$ cat config.mk
export PLATFORM = sky130hd
export DESIGN_NAME = br_writeback
export DESIGN_NICKNAME = d
export VERILOG_FILES = /design/src/source/rv32i_types.sv /design/src/source/br_writeback.sv
export VERILOG_INCLUDE_DIRS = /design/src /design/src/source
export SDC_FILE = /design/constraint.sdc
export NUM_CORES = 1
export LEC_CHECK = 0
export BUFFER_PORTS_ARGS = -buffer_cell sky130_fd_sc_hd__buf_4
export CAP_MARGIN = 20
export CORE_MARGIN = 8
export CORE_UTILIZATION = 42
export CTS_BUF_LIST = sky130_fd_sc_hd__clkbuf_4 sky130_fd_sc_hd__clkbuf_8
export DETAILED_ROUTE_END_ITERATION = 7
export GPL_ROUTABILITY_DRIVEN = 0
export MAX_ROUTING_LAYER = met4
export PLACE_DENSITY = 0.81
export SLEW_MARGIN = 20
export SYNTH_ARGS = -nofsm -noshare
export SYNTH_HDL_FRONTEND = slang
export SYNTH_SLANG_ARGS = --single-unit
$ cat constraint.sdc
create_clock -name clk -period 0.8 [get_ports clk]
set_input_delay 0.04 -clock clk [delete_from_list [all_inputs] [get_ports clk]]
set_output_delay 0.04 -clock clk [all_outputs]
set_load 0.005 [all_outputs]
$ cat src/source/br_macros.svh
`ifndef BR_MACROS_SVH
`define BR_MACROS_SVH

// btb geometry, indexed by pc word address.
`define BTB_INDEX_BITS 8
`define BTB_DEPTH      256

// rename tag width.
`define PHYS_REG_BITS  6

// branch issue queue.
`define BRQ_DEPTH      4

`endif

$ cat src/source/rv32i_types.sv
`default_nettype none

`include "br_macros.svh"

package rv32i_types;

    typedef logic [31:0]                  word_t;
    typedef logic [`PHYS_REG_BITS-1:0]    phys_reg_t;
    typedef logic [`BTB_INDEX_BITS-1:0]   btb_index_t;

    typedef enum logic [6:0] {
        op_b_lui   = 7'b0110111,
        op_b_auipc = 7'b0010111,
        op_b_jal   = 7'b1101111,
        op_b_jalr  = 7'b1100111,
        op_b_br    = 7'b1100011,
        op_b_load  = 7'b0000011,
        op_b_store = 7'b0100011,
        op_b_imm   = 7'b0010011,
        op_b_reg   = 7'b0110011
    } rv32i_opcode_t;

    typedef enum logic [2:0] {
        branch_f3_beq  = 3'b000,
        branch_f3_bne  = 3'b001,
        branch_f3_blt  = 3'b100,
        branch_f3_bge  = 3'b101,
        branch_f3_bltu = 3'b110,
        branch_f3_bgeu = 3'b111
    } branch_funct3_t;

    typedef struct packed {
        rv32i_opcode_t  opcode;
        branch_funct3_t funct3;
        word_t          pc;
        word_t          i_imm;
        word_t          b_imm;
        word_t          j_imm;
        logic           bp;         // fetch predicted taken.
        word_t          bp_addr;    // fetch predicted target.
    } decode_info_t;

    typedef struct packed {
        decode_info_t   decode_info;
        word_t          rs1_v;
        word_t          rs2_v;
        phys_reg_t      pd;
    } br_op_t;

    typedef struct packed {
        phys_reg_t      pd;
        word_t          rd_v;
        logic           redirect;
        word_t          redirect_pc;
    } br_result_t;

    typedef struct packed {
        logic           web;        // active low.
        btb_index_t     addr;
        word_t          din;
    } btb_write_t;

endpackage : rv32i_types

`default_nettype wire

$ cat src/source/br_writeback.sv
`timescale 1ns/1ns
`default_nettype none

module br_writeback
import rv32i_types::*;
(
    input  logic       clk,
    input  logic       rst_n,
    input  logic       valid,
    input  phys_reg_t  pd,
    input  word_t      rd_v,
    input  logic       pc_select,
    input  word_t      pc_branch,
    output logic       wb_valid,
    output br_result_t wb_result
);

    always_ff @(posedge clk or negedge rst_n) begin
        if (!rst_n) begin
            wb_valid <= 1'b0;
        end else begin
            wb_valid <= valid;
        end
    end

    // payload holds between results.
    always_ff @(posedge clk) begin
        if (valid) begin
            wb_result.pd          <= pd;
            wb_result.rd_v        <= rd_v;
            wb_result.redirect    <= pc_select;
            wb_result.redirect_pc <= pc_branch;
        end
    end

endmodule : br_writeback

`default_nettype wire

# ---- Word level (Yosys, flattened, before mapping)
# Cells that the tools add are included.
dict set report op_classes {
  addsub 0
  n_mul 0
  div_mod_pow 0
  magnitude_cmp 0
  eq_ne 0
  shift 0
  n_mux 0
  bitwise 0
  reduce_logical 0
}
dict set report totals {
  register_bits 72
  latch_bits 0
  ram_bits 0
  rom_bits 0
  in_bits 74
  output_inout_bits 72
  memories 0
}

# ---- Depth between registers and ports, before layout
dict set report depth {
  depth_word 0
  ltp_mapped 0
  mapped_depth_nobuf 0
}

# ---- Worst setup path after synthesis
# OpenSTA, ideal clock, no wires.
dict set report synth_timing {
  path_kind {register -> output}
  start {register wb_result[0] (netlist bit)}
  end {output wb_result[0] (netlist bit)}
  arrival_time_ps 355
  required_time_ps 760
  setup_slack_ps 405
  path_stages_with_launch 1
  path_cell_list {edfxtp_1}
}
# item line
set synth_lines {}
lappend synth_lines {{from (decl)} br_writeback.sv:15} ;# output br_result_t wb_result
# No word-level cell between the ends.

# ---- Worst setup path in the final report
dict set report layout_timing {
  start {register wb_result[16] (netlist bit)}
  end {output wb_result[16] (netlist bit)}
}
# No word-level cell between the ends.

==> impl_summary.log <==
INFO  metric syn-cell-area = 0.00216 sq mm
INFO  metric total_congestion_overflow_after_global_routing = 0
INFO  metric worst_setup_hold_path_clk_slew = 0.08 ns
INFO  metric drtAntennaViolNets = 0
INFO  metric io-pin-count = 146
INFO  metric power.ir.vdd_worst = 1430 uV
INFO  metric timing.critical_path.slowest_stage_cell = edfxtp_1
INFO  metric timing.final.setup_violations = 72
INFO  metric cell_internal_pwr = 7.20 mW
INFO  metric cp.arrival = 0.93 ns
INFO  metric initialDrtViolationCount = 118
INFO  metric share_seq_of_total_power = 0.509
INFO  metric synth.distinct_cells = 2
INFO  metric row_count = 26
INFO  metric ys_top_cells_by_area = edfxtp_1 (99%), dfrtp_1 (1.2%)
INFO  metric overall_routed_net_length = 8130 um
INFO  metric timing.fmax = 1030 MHz
INFO  metric synth_area_per_cell = 30.0 sq um
INFO  metric routed_via_density = 4.42
INFO  metric grt_antenna_before_repair = 0
INFO  metric swShare = 0.203
INFO  metric numPortBuffers = 145
INFO  metric maxCapViolCount = 0
INFO  metric failed_checks = setup timing
INFO  metric layout-area-overhead-vs-synth = 106%
INFO  metric worstSetupEndpointType = output port
INFO  metric num-fill-cells = 204
INFO  metric hold_viol_final = 0
INFO  metric global_route_wire_length_before_repair = 10,700 um
INFO  metric timing.critical_path.from_type = flip-flop
INFO  metric gr-usage-all-layers = 0.208
INFO  metric timing.critical_path.cells = buf_6
INFO  metric slew_headroom = 0.864
INFO  metric fp.dieArea = 0.00769 sq mm
INFO  metric placement.cell_area = 0.00337 sq mm
INFO  metric synth_largest_area_cell = edfxtp_1
INFO  metric total_power = 9.03 mW
INFO  metric critical-path-top-delay-family = flip-flops
INFO  metric via_count_of_the_first_global_routing_pass = 1,889
INFO  metric numClockSinks = 72
INFO  metric min_period_over_period = 1.22
INFO  metric comb.multi_input.count = 0
INFO  metric via_count_of_the_routed_design = 1,667
INFO  metric cts-htree-levels = 3
INFO  metric worstPathBufferInverterCount = 1
INFO  metric combined_area_of_the_multi_input_logic_cells = 0 sq um
INFO  metric crit_required = 0.76 ns
INFO  metric sequential_area_share_after_synthesis = 1.00
INFO  metric post-route-cell-area = 0.00443 sq mm
INFO  metric crit_path_max_fanout = 1
INFO  metric yosysWarningCount = 0
INFO  metric power_frac_clock = 0.350
INFO  metric synthCells = 72
INFO  metric detailedPlace.worstSlack = 0.0907 ns
INFO  metric share_comb_of_total_power = 0.141
INFO  metric drv_slew = 0
INFO  metric yosys_register_bits = 72
INFO  metric slowest_delay = 0.44 ns
INFO  metric start_util = 0.428
INFO  metric final.hold.worst_slack = 0.0401 ns
INFO  metric power_leakage = 1.88 nW
INFO  metric dieHeight = 87.7 um
INFO  metric rsz0062_at_grt = true
INFO  metric net-switching-power = 1.83 mW
INFO  metric grt_max_degree = 40
INFO  metric wl_per_cell = 21.6 um
INFO  metric fin_ws = -0.174 ns
INFO  metric design.final.nets = 376
INFO  metric synthDominantCellAreaShare = 0.988
INFO  metric run_status = complete, but fails checks
INFO  metric syn-num-nets = 146
INFO  metric min-delay-path-class = in2async
INFO  metric num_antenna_cells = 0
INFO  metric cts_tree = yes
INFO  metric cts_root_buf = clkbuf_8
INFO  metric criticalPathCategory = reg2out
INFO  metric drtPass1Iterations = 4
INFO  metric floorplan.core_area = 0.00504 sq mm
INFO  metric max_clock_buf_depth = 2
INFO  metric cellPowerDensity = 2040 mW/mm^2
INFO  metric tightest_slew = 0.205 ns
INFO  metric numCtsBuffers = 9
INFO  metric timing.final.crit_period = 0.974 ns
INFO  metric die_w = 87.7 um
INFO  metric layout_cell_share_with_drive_strength_beyond_1 = 0.528
INFO  metric post-route-drc-count = 0
## sequential cells by signal, summed over array words and instances (netlist names)
| name | flops |
|---|---|
| wb_result | 71 |
| wb_valid | 1 |
## power groups by stage
stage	Sequential (mW)	Combinational, mW	Clock [mW]
floorplan	4.67	0	0
global placement	4.62	0.854	0
detailed placement	4.63	0.876	0
CTS	4.56	1.19	3.14
global route	4.62	1.33	3.38
finish	4.60	1.28	3.16
## layer usage
layer	vias to the layer above	global-route usage	share of wire	wire, um
met5	-	-	0	0
met4	0	0.100	0.015	120
met3	12	0.0713	0.076	619
met2	91	0.386	0.58	4680
met1	810	0.184	0.33	2710
li1	754	-	-	-
## repair_timing
action | 4_1_cts | 5_1_grt
gates resized for setup | 9 | 24
endpoints found under the hold margin | 72 | 0
setup buffers | 0 | 0
hold buffers | 72 | 0
setup endpoints to repair | 72 | 72
## placed cells by master, fill, tap and decap left out
cell type / count
dfrtp_1: 1
clkbuf_4: 3
bufinv_16: 2
buf_4: 112
dlygate4sd3_1: 72
buf_12: 2
clkbuf_8: 9
clkinv_2: 1
edfxtp_1: 71
buf_6: 33
clkinv_1: 1
## cells in the mapped netlist
master and number:
dfrtp_1 1, edfxtp_1 71
## how the worst max path moves through the flow
stage                            start                      end  slack [ns]  depth (start not counted)
3_5_place_dp                     valid   wb_result[0]$_DFFE_PP_        0.09                          2
6_report       wb_result[16]$_DFFE_PP_            wb_result[16]       -0.17                          1
3_3_place_gp                     valid  wb_result[29]$_DFFE_PP_        0.09                          2
5_1_grt        wb_result[16]$_DFFE_PP_            wb_result[16]       -0.22                          1
2_1_floorplan   wb_result[0]$_DFFE_PP_             wb_result[0]        0.40                          0
4_1_cts        wb_result[55]$_DFFE_PP_            wb_result[55]       -0.13                          1
## cells by family (layout without fill, tap and decap cells)
family | Yosys count | count (layout) | share of synthesized area
flip-flops | 72 | 72 | 1.00
buffers and inverters | 0 | 235 | 0
## per-stage QoR
step / std cells / utilization / TNS, ns
after floorplan: 72 / - / 0
after global placement: 289 / 0.669 / 0
after detailed placement: 289 / 0.669 / 0
after CTS: 377 / 0.861 / -7.26
after global routing: 377 / 0.879 / -9.53
final: 377 / 0.879 / -6.97
## area by class of cell
class | count | area [sq um] | area share
Clock buffer | 12 | 146 | 0.0330
Clock inverter | 4 | 68.8 | 0.0155
Sequential cell | 72 | 2160 | 0.487
Tap cell | 70 | 87.6 | 0.0198
Timing Repair Buffer | 219 | 1970 | 0.445
(Power assumes the default switching activity.)
