File: src/source/br_macros.svh
`ifndef BR_MACROS_SVH
`define BR_MACROS_SVH

// btb geometry, indexed by pc word address.
`define BTB_INDEX_BITS 8
`define BTB_DEPTH      256

// rename tag width.
`define PHYS_REG_BITS  6

// branch issue queue.
`define BRQ_DEPTH      4

`endif

File: src/source/rv32i_types.sv
`default_nettype none

`include "br_macros.svh"

package rv32i_types;

    typedef logic [31:0]                  word_t;
    typedef logic [`PHYS_REG_BITS-1:0]    phys_reg_t;
    typedef logic [`BTB_INDEX_BITS-1:0]   btb_index_t;

    typedef enum logic [6:0] {
        op_b_lui   = 7'b0110111,
        op_b_auipc = 7'b0010111,
        op_b_jal   = 7'b1101111,
        op_b_jalr  = 7'b1100111,
        op_b_br    = 7'b1100011,
        op_b_load  = 7'b0000011,
        op_b_store = 7'b0100011,
        op_b_imm   = 7'b0010011,
        op_b_reg   = 7'b0110011
    } rv32i_opcode_t;

    typedef enum logic [2:0] {
        branch_f3_beq  = 3'b000,
        branch_f3_bne  = 3'b001,
        branch_f3_blt  = 3'b100,
        branch_f3_bge  = 3'b101,
        branch_f3_bltu = 3'b110,
        branch_f3_bgeu = 3'b111
    } branch_funct3_t;

    typedef struct packed {
        rv32i_opcode_t  opcode;
        branch_funct3_t funct3;
        word_t          pc;
        word_t          i_imm;
        word_t          b_imm;
        word_t          j_imm;
        logic           bp;         // fetch predicted taken.
        word_t          bp_addr;    // fetch predicted target.
    } decode_info_t;

    typedef struct packed {
        decode_info_t   decode_info;
        word_t          rs1_v;
        word_t          rs2_v;
        phys_reg_t      pd;
    } br_op_t;

    typedef struct packed {
        phys_reg_t      pd;
        word_t          rd_v;
        logic           redirect;
        word_t          redirect_pc;
    } br_result_t;

    typedef struct packed {
        logic           web;        // active low.
        btb_index_t     addr;
        word_t          din;
    } btb_write_t;

endpackage : rv32i_types

`default_nettype wire

File: src/source/br_issue_queue.sv
`timescale 1ns/1ns
`default_nettype none

`include "br_macros.svh"

module br_issue_queue
import rv32i_types::*;
(
    input  logic   clk,
    input  logic   rst_n,
    input  logic   dispatch_valid,
    input  br_op_t dispatch_op,
    output logic   dispatch_ready,
    output logic   start,
    output br_op_t issue_op
);

    localparam int PTR_BITS = $clog2(`BRQ_DEPTH);

    br_op_t                entries [`BRQ_DEPTH];
    logic [PTR_BITS-1:0]   head;
    logic [PTR_BITS-1:0]   tail;
    logic [PTR_BITS:0]     count;

    logic                  push;
    logic                  pop;

    assign dispatch_ready = (count != (PTR_BITS+1)'(`BRQ_DEPTH));
    assign push           = dispatch_valid && dispatch_ready;
    assign pop            = (count != '0);  // fu_br never stalls.

    assign start    = pop;
    assign issue_op = entries[head];

    function automatic logic [PTR_BITS-1:0] ptr_inc(input logic [PTR_BITS-1:0] ptr);
        logic [PTR_BITS-1:0] nxt;
        if (ptr == PTR_BITS'(`BRQ_DEPTH - 1)) begin
            nxt = '0;
        end else begin
            nxt = ptr + 1'b1;
        end
        return nxt;
    endfunction

    // payload storage.
    always_ff @(posedge clk) begin
        if (push) begin
            entries[tail] <= dispatch_op;
        end
    end

    always_ff @(posedge clk or negedge rst_n) begin
        if (!rst_n) begin
            head <= '0;
            tail <= '0;
        end else begin
            if (push) begin
                tail <= ptr_inc(tail);
            end
            if (pop) begin
                head <= ptr_inc(head);
            end
        end
    end

    // occupancy, unchanged on simultaneous push and pop.
    always_ff @(posedge clk or negedge rst_n) begin
        if (!rst_n) begin
            count <= '0;
        end else begin
            unique case ({push, pop})
                2'b10:   count <= count + 1'b1;
                2'b01:   count <= count - 1'b1;
                default: count <= count;
            endcase
        end
    end

endmodule : br_issue_queue

`default_nettype wire

File: config.mk
export PLATFORM = sky130hd
export DESIGN_NAME = br_issue_queue
export DESIGN_NICKNAME = d
export VERILOG_FILES = /design/src/source/rv32i_types.sv /design/src/source/br_issue_queue.sv
export VERILOG_INCLUDE_DIRS = /design/src /design/src/source
export SDC_FILE = /design/constraint.sdc
export NUM_CORES = 1
export LEC_CHECK = 0
export ABC_AREA = 0
export BUFFER_PORTS_ARGS = -buffer_cell sky130_fd_sc_hd__buf_2
export CAP_MARGIN = 10
export CORE_MARGIN = 2
export CORE_UTILIZATION = 45
export DETAILED_ROUTE_END_ITERATION = 8
export GPL_ROUTABILITY_DRIVEN = 0
export PLACE_DENSITY = 0.68
export SLEW_MARGIN = 15
export SYNTH_ARGS = -nofsm -noshare
export SYNTH_HDL_FRONTEND = slang
export SYNTH_SLANG_ARGS = --single-unit
File: constraint.sdc
create_clock -name clk -period 17.4 [get_ports clk]
set_input_delay 1.74 -clock clk [delete_from_list [all_inputs] [get_ports clk]]
set_output_delay 1.74 -clock clk [all_outputs]
set_load 0.1 [all_outputs]
=== Word level (Yosys, flattened, before mapping) ===
Memories as Yosys holds them, arrays and structs flattened.
Index checks and enable logic that the tools add are counted.

* Equality and inequality tests: 5
* Reduce and logical (&&, ||, !) cells: 3
* Multiplexer cells: 5
* Add/sub/neg operators: 4

{| class="wikitable"
|+ Operator list
! cell !! number
|-
| $eq A2 B2 Y1 const B || 3
|-
| $pmux W3 S2 || 1
|-
| $add A2 B1 Y2 const B || 2
|-
| $mux W2 || 2
|-
| $add A3 B1 Y3 const B || 1
|-
| $ne A3 B3 Y1 const B || 1
|-
| $reduce_bool A3 Y1 || 1
|-
| $sub A3 B1 Y3 const B || 1
|-
| $eq A2 B1 Y1 const B || 1
|-
| $mux W1 || 2
|-
| $reduce_bool A2 Y1 || 1
|-
| $logic_and A1 B1 Y1 || 1
|}

* Memories kept: 1
* Word-level logic and storage cells: 21
* Output and inout port bits: 243
* Bits of input ports: 244
* Register bits: 7
* Bits in writable memories: 964

{| class="wikitable"
|+ Memory list
! name !! depth !! width !! read ports !! clocked after memory_dff !! write ports !! line !! RTL
|-
| entries || 4 || 241 || 1 || 0 || 1 || br_issue_queue.sv:20 || <nowiki>br_op_t entries [`BRQ_DEPTH];</nowiki>
|}

=== Logic depth before layout (Yosys ltp) ===
* Depth after elaboration: 4
* Mapped depth: 8
* Depth with buffers taken out: 7

=== Least setup slack after synthesis ===
OpenSTA, ideal clock, no wires.

* Path type: input to register
* Start: input dispatch_valid
* End: memory entries[3][0] (netlist name), enable pin
* Slack: 9.183 ns
* Required time: 16.766 ns
* Stages: 2
* Arrival: 7.583 ns
* Library setup time: 0.634 ns
* Path buffers: 1
* Cell sequence: clkbuf_1 -> and3_1

* Longest elaborated chain between the ends: 3

{| class="wikitable"
|+ RTL lines
! what !! line !! RTL
|-
| start, declared || br_issue_queue.sv:11 || <nowiki>input logic dispatch_valid,</nowiki>
|-
| $logic_and A1 B1 Y1 || br_issue_queue.sv:29 || <nowiki>assign push = dispatch_valid && dispatch_ready;</nowiki>
|-
| $mux W1 || br_issue_queue.sv:47 || <nowiki>if (push) begin</nowiki>
|-
| $mux W1 (implied by the code) || br_issue_queue.sv:48 || <nowiki>entries[tail] <= dispatch_op;</nowiki>
|-
| end, declared || br_issue_queue.sv:20 ||
|}

No other way between the ends.

==> metrics <==
outcome finished clean; Max Slew Vio Count 0; # fillers 5853; ys flop type edfxtp_1; Synth top area share 82.2%; Fin Setup TNS 0 ns; first-pass GRT wire length 105000 um; # setup viols final 0; Yosys cell types 24; total die area 80500 um^2; YS warnings 0; post-cts resize count 0; Post-Syn Nets 1557; number of port buffers 486; total gr overflow 0; clock sinks 971; Layout Nets 2105; via/cell ratio 5.32; register area share after synthesis 82.7%; Max Clock Freq 152 MHz; drt initial violations 1207; Syn Inst Count 1307; final antenna-violating net count 0; vias 15900; minimum clock period after layout 6.59 ns; Worst setup EP type output pin; cell taking the most area after synthesis edfxtp_1; CP Launch Type register; Core Rows 102; Num CTS Buffers 98; initial antenna violation count 19; Clock Pin Slew Worst Setup and Hold Paths 0.06 ns; synth cell count leaders edfxtp_1 (964), mux4_2 (241), buf_2 (29), buf_6 (20); Final Hold Viols 0; average size of a mapped cell 27.0 um^2; postcts setup bufs 0; clk_skew 0.0322 ns; worst-path fanout max 48; DRC 0; Post-synth EDFFs 964; hold_buf cts 0; drt pass-1 iters 7; RSZ-0062 raised after global routing false; Worst Path Required 15.66 ns; Core Region 77500 um^2; Die Y 284 um; H-tree levels 3; relative slew slack 26.8%; Max-Cap Viols 0; Arr. time, crit path 4.85 ns; largest cells by area after synthesis edfxtp_1 (82%), mux4_2 (15%), buf_6 (0.64%); Least-Margin Pin Slew 1.10 ns; Total Wirelength 69800 um; Mapped Area 35200 um^2; drt wl/cell 23.4 um; pin count of the biggest net entering global routing 134; I/O pin total 487; Root Driver clkbuf_16; worst skew pair latency 0.65 ns; die span in x 284 um; final period utilization 37.9%; share of layout cells above drive strength 1 46.1%; most common cell in the netlist edfxtp_1; post-detail-place hpwl 42700 um; CTS tree built; critical setup path kind reg -> out; Total GRT Usage 17.2%; worst hold path class reg -> reg; synthesized flop and latch total 971; Longest Clk Path Bufs 3; starting density of the core 45.5%; P&R area growth vs syn 19.2%; Synth async-reset ratio 0.721%; number of global-route vias before repair 16700
## metal layers
metal	part of all wire, %	vias up	global-route usage, %
li1	-	6815	-
met1	39	8416	22.0
met2	51	527	28.5
met3	7.8	113	5.09
met4	2.0	24	5.16
met5	0.18	-	0
## final timing paths
kind / start / end / cells past startpoint / slack [ns]
worst max-delay path: head[0] / issue_op[72] / 5 / 10.81
worst min-delay path: tail[1] / tail[1] / 1 / 0.58
worst max register to register: count[0] / entries[1][108] / 4 / 13.48
worst min register to register: tail[1] / tail[1] / 1 / 0.58
max in group asynchronous: rst_n / tail[0] / 1 / 16.29
min in group asynchronous: rst_n / head[1] / 1 / 0.92
## registers in the layout, summed over array words and instances, names as in the netlist
name	count
head	2
entries	964
tail	2
count	3
## placed cells by master, fill, tap and decap left out
cell type   synthesis  layout
a21o_1              1       1
a21oi_1             3       3
a2bb2oi_1           1       1
and3_4              0       4
buf_12              0       2
buf_2              29     486
buf_4               1      17
bufinv_16           0      10
clkbuf_1            7      19
clkbuf_16           0      99
clkinv_1            0      27
clkinv_16           0       3
clkinv_2            0      12
clkinv_4            0       3
clkinvlp_4          0       4
dfrtp_1             7       5
dfrtp_4             0       2
diode_2             0       9
edfxtp_1          964     964
fa_1                1       1
ha_1                5       5
inv_1               5       5
inv_16              0       1
inv_6               0       5
mux2_2              3       3
mux4_2            241     241
nand2_1             2       2
nand2_2             1       1
nor2_1              4       4
nor3_1              3       3
nor3b_1             1       1
o21ai_0             1       1
o22a_1              1       1
o22ai_1             1       1
or3b_1              1       1
## critical path: stages (launching register included)
cell,delay (ns)
dfrtp_4,0.74
buf_4,0.79
buf_4,0.72
buf_4,0.84
mux4_2,0.62
buf_2,0.31
## final cells by class
cell class	count	area (um^2)	share of cell area (%)
antenna	9	22.5	0.0536
clock buffer	118	2550	6.07
clock inverter	65	672	1.60
inverter	5	18.8	0.0447
multi-input combinational	274	5700	13.6
sequential	971	29100	69.4
tap	1040	1300	3.10
timing repair buffer	505	2600	6.19
## per-stage QoR
step | utilization [%] | hold WS [ns] | cells | area, um^2 | setup slack [ns]
floorplan | - | 0.533 | 1307 | 35200 | 9.18
global placement | 50.0 | 0.545 | 2795 | 38800 | 11.31
detailed placement | 50.0 | 0.572 | 2795 | 38800 | 11.30
CTS | 54.2 | 0.584 | 2978 | 42000 | 10.56
global route | 54.2 | 0.616 | 2982 | 42000 | 10.25
finish | 54.2 | 0.580 | 2987 | 42000 | 10.81
## cell families after synthesis
group           synth area share, %
flops                          82.7
mux                            15.5
buf+inv                        1.20
simple gates                  0.242
compound gates                0.146
fa+ha+maj                     0.234
Power is left out: the tool's default activity adds up to more than one toggle a clock period on the data nets, which glitch-free logic cannot reach.
