**config.mk**
```make
export PLATFORM = sky130hd
export DESIGN_NAME = branch_predict
export DESIGN_NICKNAME = d
export VERILOG_FILES = /design/src/source/rv32i_types.sv /design/src/source/branch_predict.sv
export VERILOG_INCLUDE_DIRS = /design/src /design/src/source
export SDC_FILE = /design/constraint.sdc
export NUM_CORES = 1
export LEC_CHECK = 0
export ABC_AREA = 1
export BUFFER_PORTS_ARGS = -buffer_cell sky130_fd_sc_hd__buf_2
export CELL_PAD_IN_SITES_DETAIL_PLACEMENT = 1
export CELL_PAD_IN_SITES_GLOBAL_PLACEMENT = 1
export CORE_ASPECT_RATIO = 1.2
export CORE_MARGIN = 3
export CORE_UTILIZATION = 32
export DETAILED_ROUTE_END_ITERATION = 8
export PLACE_DENSITY_LB_ADDON = 0.1
export SLEW_MARGIN = 0
export SYNTH_ARGS = -nofsm -noshare
export SYNTH_HDL_FRONTEND = slang
export SYNTH_SLANG_ARGS = --single-unit
```
**constraint.sdc**
```tcl
create_clock -name clk -period 1.31 [get_ports clk]
set_input_delay 0.131 -clock clk [delete_from_list [all_inputs] [get_ports clk]]
set_output_delay 0.131 -clock clk [all_outputs]
set_load 0.05 [all_outputs]
```
**src/source/br_macros.svh**
```systemverilog
`ifndef BR_MACROS_SVH
`define BR_MACROS_SVH

// btb geometry, indexed by pc word address.
`define BTB_INDEX_BITS 8
`define BTB_DEPTH      256

// rename tag width.
`define PHYS_REG_BITS  6

// branch issue queue.
`define BRQ_DEPTH      4

`endif

```
**src/source/rv32i_types.sv**
```systemverilog
`default_nettype none

`include "br_macros.svh"

package rv32i_types;

    typedef logic [31:0]                  word_t;
    typedef logic [`PHYS_REG_BITS-1:0]    phys_reg_t;
    typedef logic [`BTB_INDEX_BITS-1:0]   btb_index_t;

    typedef enum logic [6:0] {
        op_b_lui   = 7'b0110111,
        op_b_auipc = 7'b0010111,
        op_b_jal   = 7'b1101111,
        op_b_jalr  = 7'b1100111,
        op_b_br    = 7'b1100011,
        op_b_load  = 7'b0000011,
        op_b_store = 7'b0100011,
        op_b_imm   = 7'b0010011,
        op_b_reg   = 7'b0110011
    } rv32i_opcode_t;

    typedef enum logic [2:0] {
        branch_f3_beq  = 3'b000,
        branch_f3_bne  = 3'b001,
        branch_f3_blt  = 3'b100,
        branch_f3_bge  = 3'b101,
        branch_f3_bltu = 3'b110,
        branch_f3_bgeu = 3'b111
    } branch_funct3_t;

    typedef struct packed {
        rv32i_opcode_t  opcode;
        branch_funct3_t funct3;
        word_t          pc;
        word_t          i_imm;
        word_t          b_imm;
        word_t          j_imm;
        logic           bp;         // fetch predicted taken.
        word_t          bp_addr;    // fetch predicted target.
    } decode_info_t;

    typedef struct packed {
        decode_info_t   decode_info;
        word_t          rs1_v;
        word_t          rs2_v;
        phys_reg_t      pd;
    } br_op_t;

    typedef struct packed {
        phys_reg_t      pd;
        word_t          rd_v;
        logic           redirect;
        word_t          redirect_pc;
    } br_result_t;

    typedef struct packed {
        logic           web;        // active low.
        btb_index_t     addr;
        word_t          din;
    } btb_write_t;

endpackage : rv32i_types

`default_nettype wire

```
**src/source/branch_predict.sv**
```systemverilog
`timescale 1ns/1ns
`default_nettype none

`include "br_macros.svh"

module branch_predict
import rv32i_types::*;
(
    input  logic       clk,
    input  logic       rst_n,
    input  logic       fetch_valid,
    input  word_t      fetch_pc,
    output btb_index_t btb_rd_index,
    output logic       btb_rd_en,
    input  logic       btb_hit,
    input  word_t      btb_target,
    output logic       pred_valid,
    output logic       pred_taken,
    output word_t      pred_target
);

    word_t seq_pc_q;    // fall-through address of the looked-up pc.

    // lookup is issued in the fetch cycle, the btb answers one cycle later.
    assign btb_rd_index = fetch_pc[`BTB_INDEX_BITS+1:2];
    assign btb_rd_en    = fetch_valid;

    always_ff @(posedge clk or negedge rst_n) begin
        if (!rst_n) begin
            pred_valid <= 1'b0;
        end else begin
            pred_valid <= fetch_valid;
        end
    end

    always_ff @(posedge clk) begin
        if (fetch_valid) begin
            seq_pc_q <= fetch_pc + 32'd4;
        end
    end

    always_comb begin
        pred_taken  = pred_valid && btb_hit;
        pred_target = seq_pc_q;
        if (pred_taken) begin
            pred_target = btb_target;
        end
    end

endmodule : branch_predict

`default_nettype wire

```
Word-level counts from Yosys, hierarchy flattened
Cells that the tools add are included.
{ "word_totals": {"romBits": 0, "latchBits": 0, "ram_bits": 0, "output_inout_bits": 43, "mem_count": 0, "reg_bits": 33, "inputBits": 68, "elab_cells": 5} }
{ "op_classes": {"div_mod_pow": 0, "n_reduce_logical": 1, "n_mul": 0, "mux": 1, "n_shift": 0, "order_cmp": 0, "add_sub_neg": 1, "n_bitwise": 0, "eq_ne": 0} }
{ "ops": {"columns": ["cell", "n"], "rows": [
  ["$add 32x3->32 const B", 1],
  ["$mux 32", 1],
  ["$logic_and 1x1->1", 1]
]} }

Longest topological paths before layout
Gate-level depths: netlist of the first run.
{ "logic_depth": {"ltp_word": 2, "mapped_depth": 8} }

Least setup slack after synthesis of the first run
OpenSTA, ideal clock, no wires.
{ "synth_path": {"path_kind": "register to output", "startpoint": "register pred_valid", "endpoint": "output port pred_target[22]", "n_path_buf": 1, "t_required_ns": 1.179, "path_stages_with_launch": 6, "slack_ns": -0.551, "arrival_time_ns": 1.730, "cell_sequence": "dfrtp_1 > nand2_1 > inv_1 > buf_2 > nand2_1 > nand2_1"} }
{ "synth_between": {"elab_chain_len": 2} }
{ "synth_rtl": {"columns": ["element", "line_no", "text"], "rows": [
  ["start, declared", "branch_predict.sv:17", "output logic pred_valid,"],
  ["start signal, assigned", "branch_predict.sv:32", "pred_valid <= fetch_valid;"],
  ["$logic_and 1x1->1", "branch_predict.sv:43", "pred_taken = pred_valid && btb_hit;"],
  ["via pred_taken", "branch_predict.sv:18", "output logic pred_taken,"],
  ["$mux 32", "branch_predict.sv:45", "if (pred_taken) begin"],
  ["end, declared", "branch_predict.sv:19", "output word_t pred_target"]
]} }
The timed path passes the listed nets, and every way through them passes these cells.

Final worst setup path of the first run
{ "layout_path": {"startpoint": "register pred_valid", "endpoint": "output port pred_target[18]"} }
{ "layout_between": {"elab_chain_len": 2} }
{ "layout_rtl": {"columns": ["element", "line_no"], "rows": [
  ["$logic_and 1x1->1", "branch_predict.sv:43"],
  ["$mux 32", "branch_predict.sv:45"]
]} }
Every way passes these cells.

==> results of run 1 <==
==> worst max-delay path, stage by stage, from the launching register on <==
cell,delay [ns]
dfrtp_2,0.42
nand2_4,0.13
inv_8,0.07
buf_12,0.15
nand2_2,0.09
nand2_4,0.05
buf_8,0.14
==> routing by layer <==
layer  global-route usage [%]  vias up  share of wire, %
met1                     22.0     1136                39
met4                     4.70        0               1.1
met3                     2.30        6               5.0
li1                         -     1205                 -
met5                        0        -                 0
met2                     35.4       73                55
==> repair_timing <==
item	in CTS	in global routing
cloned	1	1
hold buffers	1	0
endpoints found under the setup margin	33	33
pin swaps	1	1
endpoints found under the hold margin	1	0
resized for setup	115	30
==> cells in the final DEF (no fill, tap or decap), drive strengths merged, types with 3 or more instances in the layout <==
| master | n |
|---|---|
| and2 | 3 |
| buf | 121 |
| clkbuf | 8 |
| nand3 | 6 |
| nor2 | 40 |
| nand3b | 8 |
| xor2 | 10 |
| inv | 16 |
| xnor2 | 5 |
| nand2 | 180 |
| edfxtp | 32 |
==> sequential cells by signal, indices dropped and copies added (netlist names) <==
register    cells
pred_valid      1
seq_pc_q       32
==> layout make-up <==
cell class                      count  area, sq um
Tap cell                           87          109
Sequential cell                    33          987
Fill cell                         831         3080
Multi-Input combinational cell    254         1600
Inverter                           16         67.6
Clock buffer                        7         76.3
Clock inverter                      1         5.00
Timing Repair Buffer              123         1050
==> through the flow <==
| stage | setup TNS (ns) | std cells | hold WS (ns) | worst slack (ns) | util [%] |
|---|---|---|---|---|---|
| after floorplan | 0 | 318 | -0.165 | 0.00507 | - |
| after global placement | -0.0987 | 510 | -0.0930 | -0.0634 | 46.9 |
| after detailed placement | -0.333 | 510 | -0.0910 | -0.0710 | 46.9 |
| after CTS | -4.81 | 520 | 0.0142 | -0.162 | 53.7 |
| after global routing | -6.70 | 521 | 0.00837 | -0.220 | 55.9 |
| final | -4.81 | 521 | 0.0218 | -0.167 | 55.9 |
==> worst paths after layout <==
check	start	slack, ns	to
max in group asynchronous	rst_n	1.04	pred_valid
min in group asynchronous	rst_n	0.17	pred_valid
hold / removal	fetch_pc[0]	0.02	seq_pc_q[0]
setup / recovery	pred_valid	-0.17	pred_target[18]
==> cell families after synthesis <==
group,after synthesis,share of synthesized area [%]
compound gates,1,0.213
fa+ha+maj,1,0.533
flops,33,42.0
simple gates,237,44.7
buf+inv,31,6.56
xor+xnor,15,5.92
==> report_power, final <==
part,internal (mW),switching [mW]
logic,0.545,0.877
registers,1.25,0.0258
clock network,0.373,0.374
==> Yosys cell counts <==
library cell    n
inv_1          16
nor2_1         29
edfxtp_1       32
clkbuf_1        3
nor2_4          6
nand3_1         6
xor2_2          1
nand2_1       174
nand2_2         3
nand2_4         3
o21ai_0         1
nor2_2          3
nand3b_1        8
ha_1            1
buf_4           9
nor2_8          2
and2_1          3
buf_2           3
xnor2_1         5
dfrtp_1         1
xor2_1          9
==> metrics.csv, run 1 <==
stage;metric;value;unit
status;outcome;complete, but fails checks;
status;failed_checks;negative setup slack;
drt;drt-vias-per-instance;4.64;
sta;rsz0062_at_grt;true;
logic_synthesis;ys_types;21;
final_layout;stdcell_area;0.00390;sq mm
floorplan;die_height;99.8;um
hold_path;whs_path_depth;1;
placed_design;portBuffers;110;
setup_path;end_kind;output pin;
drt;via_count;2420;
sta;worst_pin_slew;0.268;ns
global_routing;grt_pass1_vias;2560;
clocking;ctsRootBufferMaster;clkbuf_8;
final_layout;nets;502;
sta;fin_ws;-0.167;ns
sta;max_slew_margin;82.1;%
sta;setup-violations-final;33;
floorplan;rows;33;
logic_synthesis;avgSynthCellArea;7.38;sq um
setup_path;critPathKind;reg -> out;
logic_synthesis;yosys-top-cells-area;edfxtp_1, nand2_1, nor2_1, xor2_1, buf_4;
drt;drt-wirelength-per-cell;15.2;um
logic_synthesis;syn_nets;387;
floorplan;die_w;84.2;um
setup_path;worstSetupStartpointType;flip-flop;
drt;drt-pass1-iter-count;4;
sta;fin_crit_sh;113;%
clocking;cts_setup_buffers;0;
drt;wl;7910;um
placed_design;gp_congestion;0.900;
floorplan;die_area;0.00840;sq mm
setup_path;worstPathArrival;1.35;ns
placed_design;hpwlAfterDp;6130;um
final_layout;antenna_cells;0;
logic_synthesis;synth-seq-cells;33;
power_and_ir_drop;p_leak;1.92;nW
sta;min_period;1.48;ns
drt;drt-initial-drc-count;68;
global_routing;antenna_found_initial;0;
floorplan;coreArea;0.00698;sq mm
logic_synthesis;synth_area_leader_cell;edfxtp_1;
placed_design;placed_area;0.00327;sq mm
sta;finalHoldViolations;0;
clocking;cts_tree;built;
logic_synthesis;synth_top_area_share;41.0;%
setup_path;worstPathMaxFanout;11;
global_routing;overflow;0;
global_routing;grt_pass1_wl;12400;um
global_routing;grt_usage;18.6;%
flow_run;maxCapViolCount;0;
power_and_ir_drop;p_per_area;885;mW/mm^2
drt;drc;0;
final_layout;area_delta_synth_final;66.1;%
hold_path;holdCritPathClass;in -> reg;
power_and_ir_drop;vdd_drop_max;0.000780;V
logic_synthesis;ys_seq_area_share;42.0;%
final_layout;drive_above_1_share;48.8;%
clocking;numCtsBuffers;5;
floorplan;ioPinCount;111;
logic_synthesis;yosysWarningCount;0;
drt;ant_nets;0;
clocking;htree_levels;2;
sta;fmax;677;MHz
power_and_ir_drop;p_total;3.45;mW
global_routing;grt_max_degree;25;
logic_synthesis;synth_area;0.00235;sq mm
clocking;cts.sinks;33;
clocking;clockBufferDepth;2;
clocking;clk_transition_reported_paths;0.06;ns
sta;slew_viol_final;0;
logic_synthesis;netlist_instances;318;
setup_path;critical_path_required;1.18;ns
floorplan;floorplan.initialDensity;33.6;%
Power figures use the tool's default switching activity.
==> run 2: changes to the inputs <==
--- a/config.mk
+++ b/config.mk
@@ -7,14 +7,16 @@
 export NUM_CORES = 1
 export LEC_CHECK = 0
 export ABC_AREA = 1
-export BUFFER_PORTS_ARGS = -buffer_cell sky130_fd_sc_hd__buf_2
 export CELL_PAD_IN_SITES_DETAIL_PLACEMENT = 1
 export CELL_PAD_IN_SITES_GLOBAL_PLACEMENT = 1
 export CORE_ASPECT_RATIO = 1.2
 export CORE_MARGIN = 3
-export CORE_UTILIZATION = 32
+export CORE_UTILIZATION = 43
 export DETAILED_ROUTE_END_ITERATION = 8
+export DONT_BUFFER_PORTS = 1
 export PLACE_DENSITY_LB_ADDON = 0.1
+export RECOVER_POWER = 100
+export REMOVE_ABC_BUFFERS = 1
 export SLEW_MARGIN = 0
 export SYNTH_ARGS = -nofsm -noshare
 export SYNTH_HDL_FRONTEND = slang
==> run 2 against run 1 <==
  * The run still ends with negative setup slack left
  * Clock power is 4.7% lower
  * Critical path type unchanged
  * Design area is 18% lower
  * Critical path depth fell by 1
  * Via count decreased by 10%
  * Highest routed layer unchanged
==> metrics.csv, run 2 (synthesis gave the netlist of run 1 again) <==
stage;metric;value;unit;change
global_routing;met1_usage;25.2;%;+3.2 points
sta;fin_crit_sh;110;%;-3.2 points
sta;fmax;697;MHz;+2.9%
final_layout;stdcell_area;0.00318;sq mm;-18%
setup_path;crit_start;pred_valid;;
clocking;clk_transition_reported_paths;0.07;ns;about the same
sta;min_period;1.44;ns;-0.0418 ns
placed_design;gp_congestion;0.856;;-4.9%
sta;rsz0062_at_grt;true;;
final_layout;regMostFlops;seq_pc_q;;
power_and_ir_drop;p_per_area;997;mW/mm^2;+13%
clocking;htree_levels;2;;unchanged
final_layout;nets;421;;-16%
setup_path;path_buf_inv;2;;-1
power_and_ir_drop;p_leak;1.45;nW;-25%
final_layout;nFillCells;596;;-28%
final_layout;regArea;986;sq um;-0.13%
setup_path;crit_family;flip-flops;;
sta;finalHoldViolations;0;;unchanged
clocking;ctsRootBufferMaster;clkbuf_8;;
setup_path;worstPathArrival;1.30;ns;-0.05 ns
setup_path;worstSetupStartpointType;flip-flop;;
global_routing;overflow;0;;unchanged
drt;drt-wirelength-per-cell;16.6;um;+9.1%
setup_path;cpPeakStageDelay;0.40;ns;-0.02 ns
floorplan;ioPinCount;111;;unchanged
drt;ant_nets;0;;unchanged
placed_design;hpwlAfterDp;5310;um;-13%
final_layout;multi_input_area;0.00123;sq mm;-23%
sta;worst_pin_slew;0.841;ns;+0.573 ns
clocking;cts_tree;built;;
floorplan;rows;28;;-15%
final_layout;drive_above_1_share;25.6;%;-23 points
drt;drt-pass1-iter-count;4;;unchanged
setup_path;cpMaxStageDelayCell;dfrtp_1;;
placed_design;portBuffers;0;;-100%
setup_path;cp-endpoint;pred_target[6];;
setup_path;end_kind;output pin;;
global_routing;antenna_found_initial;0;;unchanged
global_routing;grt_usage;22.7;%;+4.1 points
floorplan;floorplan.initialDensity;45.9;%;+12 points
clocking;clockBufferDepth;2;;unchanged
drt;drt-initial-drc-count;79;;+16%
clocking;cts.sinks;33;;unchanged
final_layout;antenna_cells;0;;unchanged
drt;wl;6820;um;-14%
clocking;numCtsBuffers;5;;unchanged
setup_path;critical_path_required;1.18;ns;about the same
sta;max_slew_margin;43.9;%;-38 points
placed_design;placed_area;0.00303;sq mm;-7.4%
drt;via_count;2171;;-10%
setup_path;critPathKind;reg -> out;;
setup_path;cp_num_cells;5;;-1
floorplan;die_area;0.00638;sq mm;-24%
global_routing;use_met2;42.1;%;+6.8 points
sta;setup-violations-final;37;;+12%
global_routing;grt_pass1_vias;2307;;-9.9%
global_routing;grt_busiest_layer;met2;;
status;failed_checks;negative setup slack;;
hold_path;holdCritPathClass;in -> reg;;
final_layout;reg_top3;seq_pc_q: 32 flops, pred_valid: 1 flops;;
final_layout;area_delta_synth_final;35.7;%;
power_and_ir_drop;p_total;3.17;mW;-8.0%
global_routing;gr-usage-met3;5.54;%;+3.2 points
flow_run;maxCapViolCount;0;;unchanged
floorplan;coreArea;0.00511;sq mm;-27%
setup_path;path_cells;nand2_2, buf_12, nand2_1, nand2_2, buf_12;;
global_routing;grt_max_degree;34;;+36%
placed_design;dp_slack;0.0398;ns;+0.111 ns
final_layout;layout_common_cells;nand2_1, nand2_2, nor2_1;;
status;outcome;complete, but fails checks;;
final_layout;final_common_cell;nand2_1;;
power_and_ir_drop;vdd_drop_max;0.000545;V;-30%
sta;slew_viol_final;0;;unchanged
setup_path;worstPathMaxFanout;32;;+21
global_routing;grt_pass1_wl;11100;um;-10%
floorplan;die_height;86.9;um;-13%
sta;fin_ws;-0.125;ns;+0.0418 ns
drt;drt-vias-per-instance;5.27;;+13%
floorplan;die_w;73.4;um;-13%
drt;drc;0;;unchanged
final_layout;largest_reg_flops;32;;unchanged
[run 2: cell types whose count changed in the layout (fill, tap and decap cells not counted), sizes merged]
cell,delta
dlygate4sd3,+2
buf,-84
[run 2: cell type report]
type	instances	area share [%]
clock buffers	6	2.28
clock inverters	1	0.118
inverters	16	1.89
well taps	60	2.36
multi-input cells	254	38.8
flip-flops and latches	33	31.0
repair buffers	42	23.6
[run 2: stage by stage]
stage | instances | utilization (%) | hold slack, ns | TNS, ns
2_1_floorplan | 303 | - | -0.165 | -45.66
5_1_grt | 412 | 62.2 | 0.00699 | -6.51
6_report | 412 | 62.2 | 0.00414 | -3.69
3_5_place_dp | 400 | 59.2 | -0.165 | 0
3_3_place_gp | 400 | 59.2 | -0.165 | 0
4_1_cts | 411 | 63.6 | 0.0231 | -3.91
[run 2: per-layer routing]
metal  wire length (um)  share of wire, %
met1               2480                36
met2               3700                54
met3                515               7.5
met4                124               1.8
met5                  0                 0
[run 2: how the worst min path moves through the flow]
stage	startpoint	end	slack, ns	cells after the start
floorplan	rst_n	pred_valid	-0.16	0
global placement	rst_n	pred_valid	-0.16	0
detailed placement	rst_n	pred_valid	-0.16	0
CTS	fetch_pc[24]	seq_pc_q[24]	0.02	2
global route	fetch_pc[2]	seq_pc_q[2]	0.007	1
finish	fetch_pc[2]	seq_pc_q[2]	0.004	1
[run 2: power by group]
group	internal, mW	leakage (nW)	switching, mW
Sequential	1.26	0.325	0.0253
Combinational	0.515	1.09	0.666
Clock	0.358	0.0387	0.355
Total	2.13	1.45	1.05
[run 2: timing repair]
action / in CTS / in global routing
endpoints found under the setup margin: 33 / 33
hold endpoints to repair: 36 / 0
gates resized for setup: 38 / 0
setup buffers: 0 / 1
hold buffers: 4 / 0
